--- src/rtl/dma_ctrl_pkg.sv ---
package dma_ctrl_pkg;

  ////////////////////
  // control bus words
  ////////////////////

  typedef logic [31:0] lite_addr_t;
  typedef logic [31:0] lite_data_t;

  // master side of the write channels
  typedef struct packed {
    logic       awvalid;
    lite_addr_t awaddr;
    logic       wvalid;
    lite_data_t wdata;
  } lite_wr_req_t;

  typedef struct packed {
    logic awready;
    logic wready;
  } lite_wr_rsp_t;

  // read address plus rready, which stays high
  typedef struct packed {
    logic       arvalid;
    lite_addr_t araddr;
    logic       rready;
  } lite_rd_req_t;

  typedef struct packed {
    logic       arready;
    logic       rvalid;
    lite_data_t rdata;
  } lite_rd_rsp_t;

  ////////////////////
  // register map
  ////////////////////

  localparam lite_addr_t H2C_BASE      = 32'h0000_0000; // host to card block
  localparam lite_addr_t C2H_BASE      = 32'h0000_1000; // card to host block
  localparam lite_addr_t CHAN_STRIDE   = 32'h0000_0100;
  localparam lite_addr_t CTRL_REG_OFS  = 32'h0000_0004; // channel control reg
  localparam lite_data_t RUN_BIT_VALUE = 32'h0000_0001;
  localparam int         MAX_CHANNELS  = 4;

  // one-hot boot states
  typedef enum logic [3:0] {
    BOOT_IDLE = 4'b0001,
    BOOT_ADDR = 4'b0010,
    BOOT_DATA = 4'b0100,
    BOOT_DONE = 4'b1000
  } boot_state_t;

  // entry i hits channel (i/2 + 1) mod n, even i on h2c, odd i on c2h
  function automatic lite_addr_t boot_entry_addr(input int unsigned idx,
                                                 input int unsigned num_ch);
    int unsigned chan;
    lite_addr_t  base;
    chan = ((idx >> 1) + 1) % num_ch;
    base = idx[0] ? C2H_BASE : H2C_BASE;
    return base + lite_addr_t'(chan) * CHAN_STRIDE + CTRL_REG_OFS;
  endfunction

endpackage

--- src/rtl/boot_config_seq.sv ---
`timescale 1ns/1ps

module boot_config_seq #(
  parameter int NUM_CHANNELS = 4
) (
  input  logic                       pcie_clk,
  input  logic                       pcie_aresetn,
  output dma_ctrl_pkg::lite_wr_req_t wr_req,
  input  dma_ctrl_pkg::lite_wr_rsp_t wr_rsp,
  output logic                       cfg_done
);

  localparam int NUM_ENTRIES = 2 * NUM_CHANNELS;          // one h2c + one c2h per channel
  localparam int CNT_W = $clog2(2 * dma_ctrl_pkg::MAX_CHANNELS + 1);

  // channel count must fit the register map
  if (NUM_CHANNELS < 1 || NUM_CHANNELS > dma_ctrl_pkg::MAX_CHANNELS) begin : g_num_chk
    $error("boot_config_seq: NUM_CHANNELS out of range");
  end

  dma_ctrl_pkg::boot_state_t state;
  logic [CNT_W-1:0]          entry_cnt;                   // index of current table entry
  dma_ctrl_pkg::lite_addr_t  entry_addr;
  logic                      aw_fire;
  logic                      w_fire;
  logic                      table_end;

  assign aw_fire   = wr_req.awvalid & wr_rsp.awready;
  assign w_fire    = wr_req.wvalid & wr_rsp.wready;
  assign table_end = (entry_cnt == CNT_W'(NUM_ENTRIES));

  // address of the pending entry, held until the data transfer bumps the counter
  always_comb begin
    entry_addr = dma_ctrl_pkg::boot_entry_addr(entry_cnt, NUM_CHANNELS);
  end

  ////////////////////
  // sequencer fsm
  ////////////////////

  always_ff @(posedge pcie_clk) begin
    if (!pcie_aresetn) begin
      state     <= dma_ctrl_pkg::BOOT_IDLE;
      entry_cnt <= '0;
    end else begin
      unique case (state)
        dma_ctrl_pkg::BOOT_IDLE: begin               // one gap cycle per entry
          if (table_end) begin
            state <= dma_ctrl_pkg::BOOT_DONE;
          end else begin
            state <= dma_ctrl_pkg::BOOT_ADDR;
          end
        end
        dma_ctrl_pkg::BOOT_ADDR: begin
          if (aw_fire) begin
            state <= dma_ctrl_pkg::BOOT_DATA;        // data phase next cycle
          end
        end
        dma_ctrl_pkg::BOOT_DATA: begin
          if (w_fire) begin
            state     <= dma_ctrl_pkg::BOOT_IDLE;
            entry_cnt <= entry_cnt + 1'b1;
          end
        end
        dma_ctrl_pkg::BOOT_DONE: begin
          state <= dma_ctrl_pkg::BOOT_DONE;          // parked until reset
        end
        default: begin
          state <= dma_ctrl_pkg::BOOT_IDLE;          // illegal code, restart
        end
      endcase
    end
  end

  ////////////////////
  // bus drive
  ////////////////////

  always_comb begin
    wr_req.awvalid = (state == dma_ctrl_pkg::BOOT_ADDR);
    wr_req.awaddr  = entry_addr;
    wr_req.wvalid  = (state == dma_ctrl_pkg::BOOT_DATA);
    wr_req.wdata   = dma_ctrl_pkg::RUN_BIT_VALUE;    // every entry sets run
  end

  assign cfg_done = (state == dma_ctrl_pkg::BOOT_DONE);

endmodule

--- src/rtl/manual_lite_access.sv ---
`timescale 1ns/1ps

module manual_lite_access (
  input  logic                       pcie_clk,
  input  logic                       pcie_aresetn,
  input  logic                       wr_strobe,
  input  logic                       rd_strobe,
  input  dma_ctrl_pkg::lite_addr_t   wr_addr,
  input  dma_ctrl_pkg::lite_data_t   wr_data,
  input  dma_ctrl_pkg::lite_addr_t   rd_addr,
  output dma_ctrl_pkg::lite_wr_req_t wr_req,
  input  dma_ctrl_pkg::lite_wr_rsp_t wr_rsp,
  output dma_ctrl_pkg::lite_rd_req_t rd_req,
  input  dma_ctrl_pkg::lite_rd_rsp_t rd_rsp,
  output dma_ctrl_pkg::lite_data_t   rd_data
);

  logic wr_r;
  logic wr_rr;
  logic rd_r;
  logic rd_rr;
  logic wr_rise;
  logic rd_rise;
  logic awvalid_q;
  logic wvalid_q;
  logic arvalid_q;
  logic aw_fire;
  logic w_fire;
  logic ar_fire;
  logic r_fire;

  ////////////////////
  // strobe edges
  ////////////////////

  always_ff @(posedge pcie_clk) begin
    if (!pcie_aresetn) begin
      wr_r  <= 1'b0;
      wr_rr <= 1'b0;
      rd_r  <= 1'b0;
      rd_rr <= 1'b0;
    end else begin
      wr_r  <= wr_strobe;                  // first sample
      wr_rr <= wr_r;
      rd_r  <= rd_strobe;
      rd_rr <= rd_r;
    end
  end

  assign wr_rise = wr_r & ~wr_rr;          // one pulse per level rise
  assign rd_rise = rd_r & ~rd_rr;

  assign aw_fire = awvalid_q & wr_rsp.awready;
  assign w_fire  = wvalid_q & wr_rsp.wready;
  assign ar_fire = arvalid_q & rd_rsp.arready;
  assign r_fire  = rd_rsp.rvalid & rd_req.rready;

  ////////////////////
  // valid flags
  ////////////////////

  always_ff @(posedge pcie_clk) begin
    if (!pcie_aresetn) begin
      awvalid_q <= 1'b0;
      wvalid_q  <= 1'b0;
      arvalid_q <= 1'b0;
    end else begin
      if (wr_rise) begin
        awvalid_q <= 1'b1;
      end else if (aw_fire) begin
        awvalid_q <= 1'b0;
      end
      // data phase opens only after the address has gone
      if (aw_fire) begin
        wvalid_q <= 1'b1;
      end else if (w_fire) begin
        wvalid_q <= 1'b0;
      end
      if (rd_rise) begin
        arvalid_q <= 1'b1;
      end else if (ar_fire) begin
        arvalid_q <= 1'b0;
      end
    end
  end

  // read word capture, holds between reads
  always_ff @(posedge pcie_clk) begin
    if (!pcie_aresetn) begin
      rd_data <= '0;
    end else if (r_fire) begin
      rd_data <= rd_rsp.rdata;
    end
  end

  assign wr_req = '{awvalid: awvalid_q, awaddr: wr_addr, wvalid: wvalid_q, wdata: wr_data};
  assign rd_req = '{arvalid: arvalid_q, araddr: rd_addr, rready: 1'b1};

endmodule

--- src/rtl/lite_port_mux.sv ---
`timescale 1ns/1ps

module lite_port_mux (
  input  logic                       sel_manual,   // high once boot is done
  input  dma_ctrl_pkg::lite_wr_req_t boot_wr_req,
  input  dma_ctrl_pkg::lite_wr_req_t man_wr_req,
  output dma_ctrl_pkg::lite_wr_req_t wr_req,
  input  dma_ctrl_pkg::lite_wr_rsp_t wr_rsp,
  output dma_ctrl_pkg::lite_wr_rsp_t boot_wr_rsp,
  output dma_ctrl_pkg::lite_wr_rsp_t man_wr_rsp
);

  ////////////////////
  // request path
  ////////////////////

  always_comb begin
    if (sel_manual) begin
      wr_req = man_wr_req;                  // host strobes own the bus
    end else begin
      wr_req = boot_wr_req;                 // sequencer still running
    end
  end

  ////////////////////
  // response path
  ////////////////////

  // the unselected side sees no ready at all
  // so a manual write raised during boot just waits
  always_comb begin
    boot_wr_rsp = '0;
    man_wr_rsp  = '0;
    if (sel_manual) begin
      man_wr_rsp = wr_rsp;
    end else begin
      boot_wr_rsp = wr_rsp;
    end
  end

endmodule

--- src/rtl/dma_ctrl_front.sv ---
`timescale 1ns/1ps

module dma_ctrl_front #(
  parameter int NUM_CHANNELS = 4
) (
  input  logic                       pcie_clk,
  input  logic                       pcie_aresetn,
  // host side register access
  input  logic                       wr_strobe,      // level, rise = one write
  input  logic                       rd_strobe,      // level, rise = one read
  input  dma_ctrl_pkg::lite_addr_t   wr_addr,
  input  dma_ctrl_pkg::lite_data_t   wr_data,
  input  dma_ctrl_pkg::lite_addr_t   rd_addr,
  output dma_ctrl_pkg::lite_data_t   rd_data,
  output logic                       cfg_done,
  // dma control port
  output dma_ctrl_pkg::lite_wr_req_t m_lite_wr,
  input  dma_ctrl_pkg::lite_wr_rsp_t m_lite_wr_rsp,
  output dma_ctrl_pkg::lite_rd_req_t m_lite_rd,
  input  dma_ctrl_pkg::lite_rd_rsp_t m_lite_rd_rsp
);

  dma_ctrl_pkg::lite_wr_req_t boot_wr_req;
  dma_ctrl_pkg::lite_wr_rsp_t boot_wr_rsp;
  dma_ctrl_pkg::lite_wr_req_t man_wr_req;
  dma_ctrl_pkg::lite_wr_rsp_t man_wr_rsp;

  ////////////////////
  // boot writes
  ////////////////////

  boot_config_seq #(
    .NUM_CHANNELS (NUM_CHANNELS)
  ) boot_config_seq_i (
    .pcie_clk     (pcie_clk),
    .pcie_aresetn (pcie_aresetn),
    .wr_req       (boot_wr_req),
    .wr_rsp       (boot_wr_rsp),
    .cfg_done     (cfg_done)
  );

  // reads bypass the mux
  manual_lite_access manual_lite_access_i (
    .pcie_clk     (pcie_clk),
    .pcie_aresetn (pcie_aresetn),
    .wr_strobe    (wr_strobe),
    .rd_strobe    (rd_strobe),
    .wr_addr      (wr_addr),
    .wr_data      (wr_data),
    .rd_addr      (rd_addr),
    .wr_req       (man_wr_req),
    .wr_rsp       (man_wr_rsp),
    .rd_req       (m_lite_rd),
    .rd_rsp       (m_lite_rd_rsp),
    .rd_data      (rd_data)
  );

  ////////////////////
  // write port share
  ////////////////////

  lite_port_mux lite_port_mux_i (
    .sel_manual   (cfg_done),             // hand over after last boot write
    .boot_wr_req  (boot_wr_req),
    .man_wr_req   (man_wr_req),
    .wr_req       (m_lite_wr),
    .wr_rsp       (m_lite_wr_rsp),
    .boot_wr_rsp  (boot_wr_rsp),
    .man_wr_rsp   (man_wr_rsp)
  );

endmodule

--- config.mk ---
export PLATFORM = sky130hd
export DESIGN_NAME = dma_ctrl_front
export DESIGN_NICKNAME = d
export VERILOG_FILES = /design/src/rtl/dma_ctrl_pkg.sv /design/src/rtl/boot_config_seq.sv /design/src/rtl/manual_lite_access.sv /design/src/rtl/lite_port_mux.sv /design/src/rtl/dma_ctrl_front.sv
export SDC_FILE = /design/constraint.sdc
export NUM_CORES = 1
export LEC_CHECK = 0
export BUFFER_PORTS_ARGS = -buffer_cell sky130_fd_sc_hd__clkbuf_2
export CAP_MARGIN = 25
export CORE_AREA = 2 2 105 107
export DETAILED_ROUTE_END_ITERATION = 8
export DIE_AREA = 0 0 107 109
export GPL_TIMING_DRIVEN = 0
export RECOVER_POWER = 25
export SYNTH_ARGS = -nofsm -noshare
export SYNTH_HDL_FRONTEND = slang
export SYNTH_SLANG_ARGS = --single-unit
--- constraint.sdc ---
create_clock -name pcie_clk -period 1.8 [get_ports pcie_clk]
set_clock_uncertainty 0.1 [all_clocks]
set_input_delay 0.27 -clock pcie_clk [delete_from_list [all_inputs] [get_ports pcie_clk]]
set_output_delay 0.27 -clock pcie_clk [all_outputs]
set_load 0.01 [all_outputs]
# After elaboration in Yosys (flattened, before gate mapping)
# Index checks and enable logic that the tools add are counted.
# W data, S select, Z words.
[totals] wordCells=49 output_inout_bits=133 input_bits=136 register_bits=47
[op_classes] add_sub_neg=4 muxes=14 n_bitwise=9 eq_ne=7 reduce_logical=5
[ops] cell="$mux W66" n=1
[ops] cell="$add A32 B10 Y32" n=1
[ops] cell="$add A32 B3 Y32 const B" n=1
[ops] cell="$pmux W4 S4" n=1
[ops] cell="$mux W13" n=1
[ops] cell="$mux W4" n=3
[ops] cell="$eq A4 B4 Y1 const B" n=2
[ops] cell="$and A1 B1 Y1" n=7
[ops] cell="$mux W1" n=6
[ops] cell="$reduce_bool A2 Y1" n=3
[ops] cell="$add A4 B1 Y4 const B" n=1
[ops] cell="$eq A4 B1 Y1 const B" n=1
[ops] cell="$eq A4 B2 Y1 const B" n=1
[ops] cell="$eq A4 B3 Y1 const B" n=1
[ops] cell="$mux W2" n=2
[ops] cell="$ne A2 B2 Y1 const B" n=2
[ops] cell="$reduce_and A2 Y1" n=2
[ops] cell="$add A2 B1 Y2 const B" n=1
[ops] cell="$not A1 Y1" n=2

# Depth between registers and ports, before layout
[logic_depth] depth_word=5 mapped_depth=5 depth_no_buf=5

# By module
# From an unflattened synthesis, not the netlist that was laid out.
[hier_totals] hier_cells=423 hier_area_um2=4375.4
[by_module_without_submodules] module="manual_lite_access" cells_per_inst=225 area_each_um2=2227.1 n_inst=1
[by_module_without_submodules] module="lite_port_mux" cells_per_inst=78 area_each_um2=1158.6 n_inst=1
[by_module_without_submodules] module="boot_config_seq" cells_per_inst=120 area_each_um2=989.7 n_inst=1

# Least setup slack after synthesis
# No wires, ideal clock.
[synth_path] path_kind="register -> output" startpoint="register boot_config_seq_i.state[0]" endpoint="output m_lite_wr[42] (netlist bit)" path_slack_ns=0.091 t_arrival_ns=1.339 n_path_buf=2 stages_incl_launch_ff=5 required_ns=1.430 cell_sequence="dfxtp_1 buf_6 nor4b_4 buf_6 mux2_2"
[synth_lines] item="from (decl)" line="boot_config_seq.sv:21" source="dma_ctrl_pkg::boot_state_t state;"
[synth_lines] item="from (signal assigned)" line="boot_config_seq.sv:43" source="state <= dma_ctrl_pkg::BOOT_IDLE;"
[synth_lines] item="from (signal assigned)" line="boot_config_seq.sv:49" source="state <= dma_ctrl_pkg::BOOT_DONE;"
[synth_lines] item="from (signal assigned)" line="boot_config_seq.sv:51" source="state <= dma_ctrl_pkg::BOOT_ADDR;"
[synth_lines] item="to (decl)" line="dma_ctrl_front.sv:17" source="output dma_ctrl_pkg::lite_wr_req_t m_lite_wr,"

==> results.sh <==
export IMPL_via_count=2854
export IMPL_ys_ff_latch=47
export IMPL_core_mm2=0.0106
export IMPL_worst_setup_path_start_kind="flip-flop"
export IMPL_status="complete, but fails checks"
export IMPL_synth_warning_count=0
export IMPL_tns_ns=-8.33
export IMPL_cts_root_buf="clkbuf_8"
export IMPL_rsz0062_at_grt="yes"
export IMPL_setup_viol=64
export IMPL_max_stage_delay_ns=0.36
export IMPL_design_area_mm2=0.00424
export IMPL_cap_viol_max_count=0
export IMPL_n_antenna_cell=0
export IMPL_finalHoldViolations=0
export IMPL_grt_pass1_wl_um=14200
export IMPL_critPathSlowestCell="dfxtp_4"
export IMPL_cts_sinks=47
export IMPL_finalPower_w=0.00241
export IMPL_synthCells=295
export IMPL_grt_overflow=0
export IMPL_grt_total_usage_pct=15.9
export IMPL_dpl_cell_area_mm2=0.00393
export IMPL_ys_seq_area_share_pct=36.3
export IMPL_drc=0
export IMPL_dp_cells=668
export IMPL_cts_htree_levels=2
export IMPL_fp_dieH_um=109
export IMPL_post_route_period_util_pct=112
export IMPL_synth_nets=434
export IMPL_wl_per_cell_um=14.4
export IMPL_syn_cell_area_mm2=0.00259
export IMPL_antenna_found_initial=0
export IMPL_hp_class="in -> reg"
export IMPL_final_cell_mix="clkbuf_2 (191), and2_1 (53), buf_4 (45), dfxtp_1 (43)"
export IMPL_start_util_pct=24.4
export IMPL_vias_per_cell=4.15
export IMPL_syn_area_per_cell_um2=8.78
export IMPL_critPathArrivalTime_ns=1.64
export IMPL_area_growth_pct=63.8
export IMPL_ys_async_sr_fraction_pct=0
export IMPL_fp_row_count=38
export IMPL_max_freq_mhz=498
export IMPL_finalMaxSlewViolations=0
export IMPL_dominantRegCellSynth="dfxtp_1"
export IMPL_cts_tree="done"
export IMPL_path_class="reg -> out"
export IMPL_setup_slack_ns=-0.208
export IMPL_gp_congestion=0.912
export IMPL_grt_max_degree=17
export IMPL_p_per_area_mw_per_mm2=569
export IMPL_crit_path_end_kind="output pin"
export IMPL_cp_max_fo=8
export IMPL_cts_made_buffers=5
export IMPL_required_ns=1.43
export IMPL_grt_pass1_vias=2767
export IMPL_post_dp_hpwl_um=8310
export IMPL_peakVddDrop_v=0.000345
export IMPL_cts_buffer_depth=2
export IMPL_fillers=1103
export IMPL_wl_um=9910
export IMPL_layout_commonest_cell="clkbuf_2"
export IMPL_synth_edff_count=0
export IMPL_violations="negative setup slack"
export IMPL_cp_cell_sequence="nor4b_4 > buf_6 > buf_8 > mux2_4 > buf_6"
export IMPL_antenna_left=0
export IMPL_drtIter0Drc=67
export IMPL_io_pins=269
export IMPL_clkLatencyLatePin_ns=0.29
export IMPL_p_leak_nw=2.34
export IMPL_min_period_ns=2.01
export IMPL_nets=686
export IMPL_clkTransAtPathRegs_ns=0.09
export IMPL_whs_ns=0.0787
export IMPL_io_buffers=233
export IMPL_die_area_mm2=0.0117
export IMPL_cts_hold_buffers=0
export IMPL_cp_common_cell="buf_6"
export IMPL_synth_distinct_cells=34
export IMPL_drive_gt1_share_pct=55.1
export IMPL_stdcell_count=688
export IMPL_drtPass1Iterations=4
export IMPL_die_w_um=107
[critical path, delay by kind of cell (launching register included)]
family / cells / cell delay, ns
buffers and inverters: 3 / 0.40
muxes: 1 / 0.30
DFF: 1 / 0.36
and+or+nand+nor: 1 / 0.27
[path summary, 6_finish.rpt]
path                            slack [ns]  cells past startpoint                              to                       start
worst min-delay path                  0.08                      2       manual_lite_access_i.wr_r                   wr_strobe
worst max register to register        0.18                      5  boot_config_seq_i.entry_cnt[0]  boot_config_seq_i.state[1]
worst min register to register        0.35                      2      manual_lite_access_i.rd_rr   manual_lite_access_i.rd_r
worst max-delay path                 -0.21                      5                   m_lite_wr[42]  boot_config_seq_i.state[0]
[final cells by class]
type | count | area (um2) | area share, %
flip-flops and latches | 47 | 951 | 22.4
clock inverters | 3 | 46.3 | 1.09
repair buffers | 247 | 1280 | 30.2
multi-input cells | 186 | 1310 | 30.9
clock buffers | 5 | 68.8 | 1.62
inverters | 8 | 30.0 | 0.708
well taps | 140 | 175 | 4.13
plain buffers | 52 | 377 | 8.88
[state kept, by name, summed over array words and instances (netlist names)]
register,count
manual_lite_access_i.rd_data,32
boot_config_seq_i.entry_cnt,4
boot_config_seq_i.state,4
manual_lite_access_i.arvalid_q,1
manual_lite_access_i.awvalid_q,1
manual_lite_access_i.rd_r,1
manual_lite_access_i.rd_rr,1
manual_lite_access_i.wr_r,1
manual_lite_access_i.wr_rr,1
manual_lite_access_i.wvalid_q,1
[cells in the mapped netlist (2+ instances only)]
master    count  area share (%)
nand3_1       3            0.58
nor4b_4       2             1.8
a21oi_1       3            0.58
dfxtp_1      47              36
nor2_1       34             4.9
o21a_1        3            0.87
and2_1       63              15
nor3_1        2            0.39
buf_4        35              10
buf_6         2            0.87
nand2_1       6            0.87
o21ai_0       8             1.5
buf_1         3            0.43
inv_1         7             1.0
nand2b_1      4            0.97
mux2i_1      34              13
buf_2         6             1.2
a21boi_1      2            0.58
clkbuf_1      8             1.2
mux2_2        2            0.87
ha_1          3             1.4
nor3b_1       4             1.2
nor2b_1       3            0.72
[metrics by stage]
stage	setup slack, ns	utilization (%)
3_3_place_gp	-0.300	37.1
5_1_grt	-0.285	40.0
2_1_floorplan	0.0905	-
6_report	-0.208	40.0
3_5_place_dp	-0.295	37.1
4_1_cts	-0.223	39.0
[cell families (layout without fill, tap and decap cells)]
| group | Yosys count | count (layout) | synth area share [%] |
|---|---|---|---|
| AOI/OAI and AO/OA | 20 | 20 | 4.78 |
| adders and majority gates | 3 | 3 | 1.45 |
| buffers and inverters | 62 | 315 | 14.9 |
| DFF | 47 | 47 | 36.3 |
| muxes | 36 | 36 | 14.0 |
| other | 1 | 1 | 0.145 |
| and+or+nand+nor | 126 | 126 | 28.4 |
[metal layers]
layer / global-route usage (%) / share of wire [%]
met5: 0 / 0
met4: 3.06 / 0.36
met3: 3.83 / 8.3
met2: 33.6 / 56
met1: 15.5 / 36
[report_power, final]
group          internal [W]  switching [W]  leakage (nW)  total (W)
Clock              0.000419       0.000370        0.0548   0.000789
Combinational      0.000274       0.000220          1.90   0.000494
Sequential          0.00110      0.0000339         0.389    0.00113
[timing repair]
item,4_1_cts,5_1_grt
gates resized for setup,25,45
endpoints found under the setup margin,67,67
pin swaps,1,1
buffers inserted,5,7
cloned,0,2
Power figures use the tool's default switching activity.
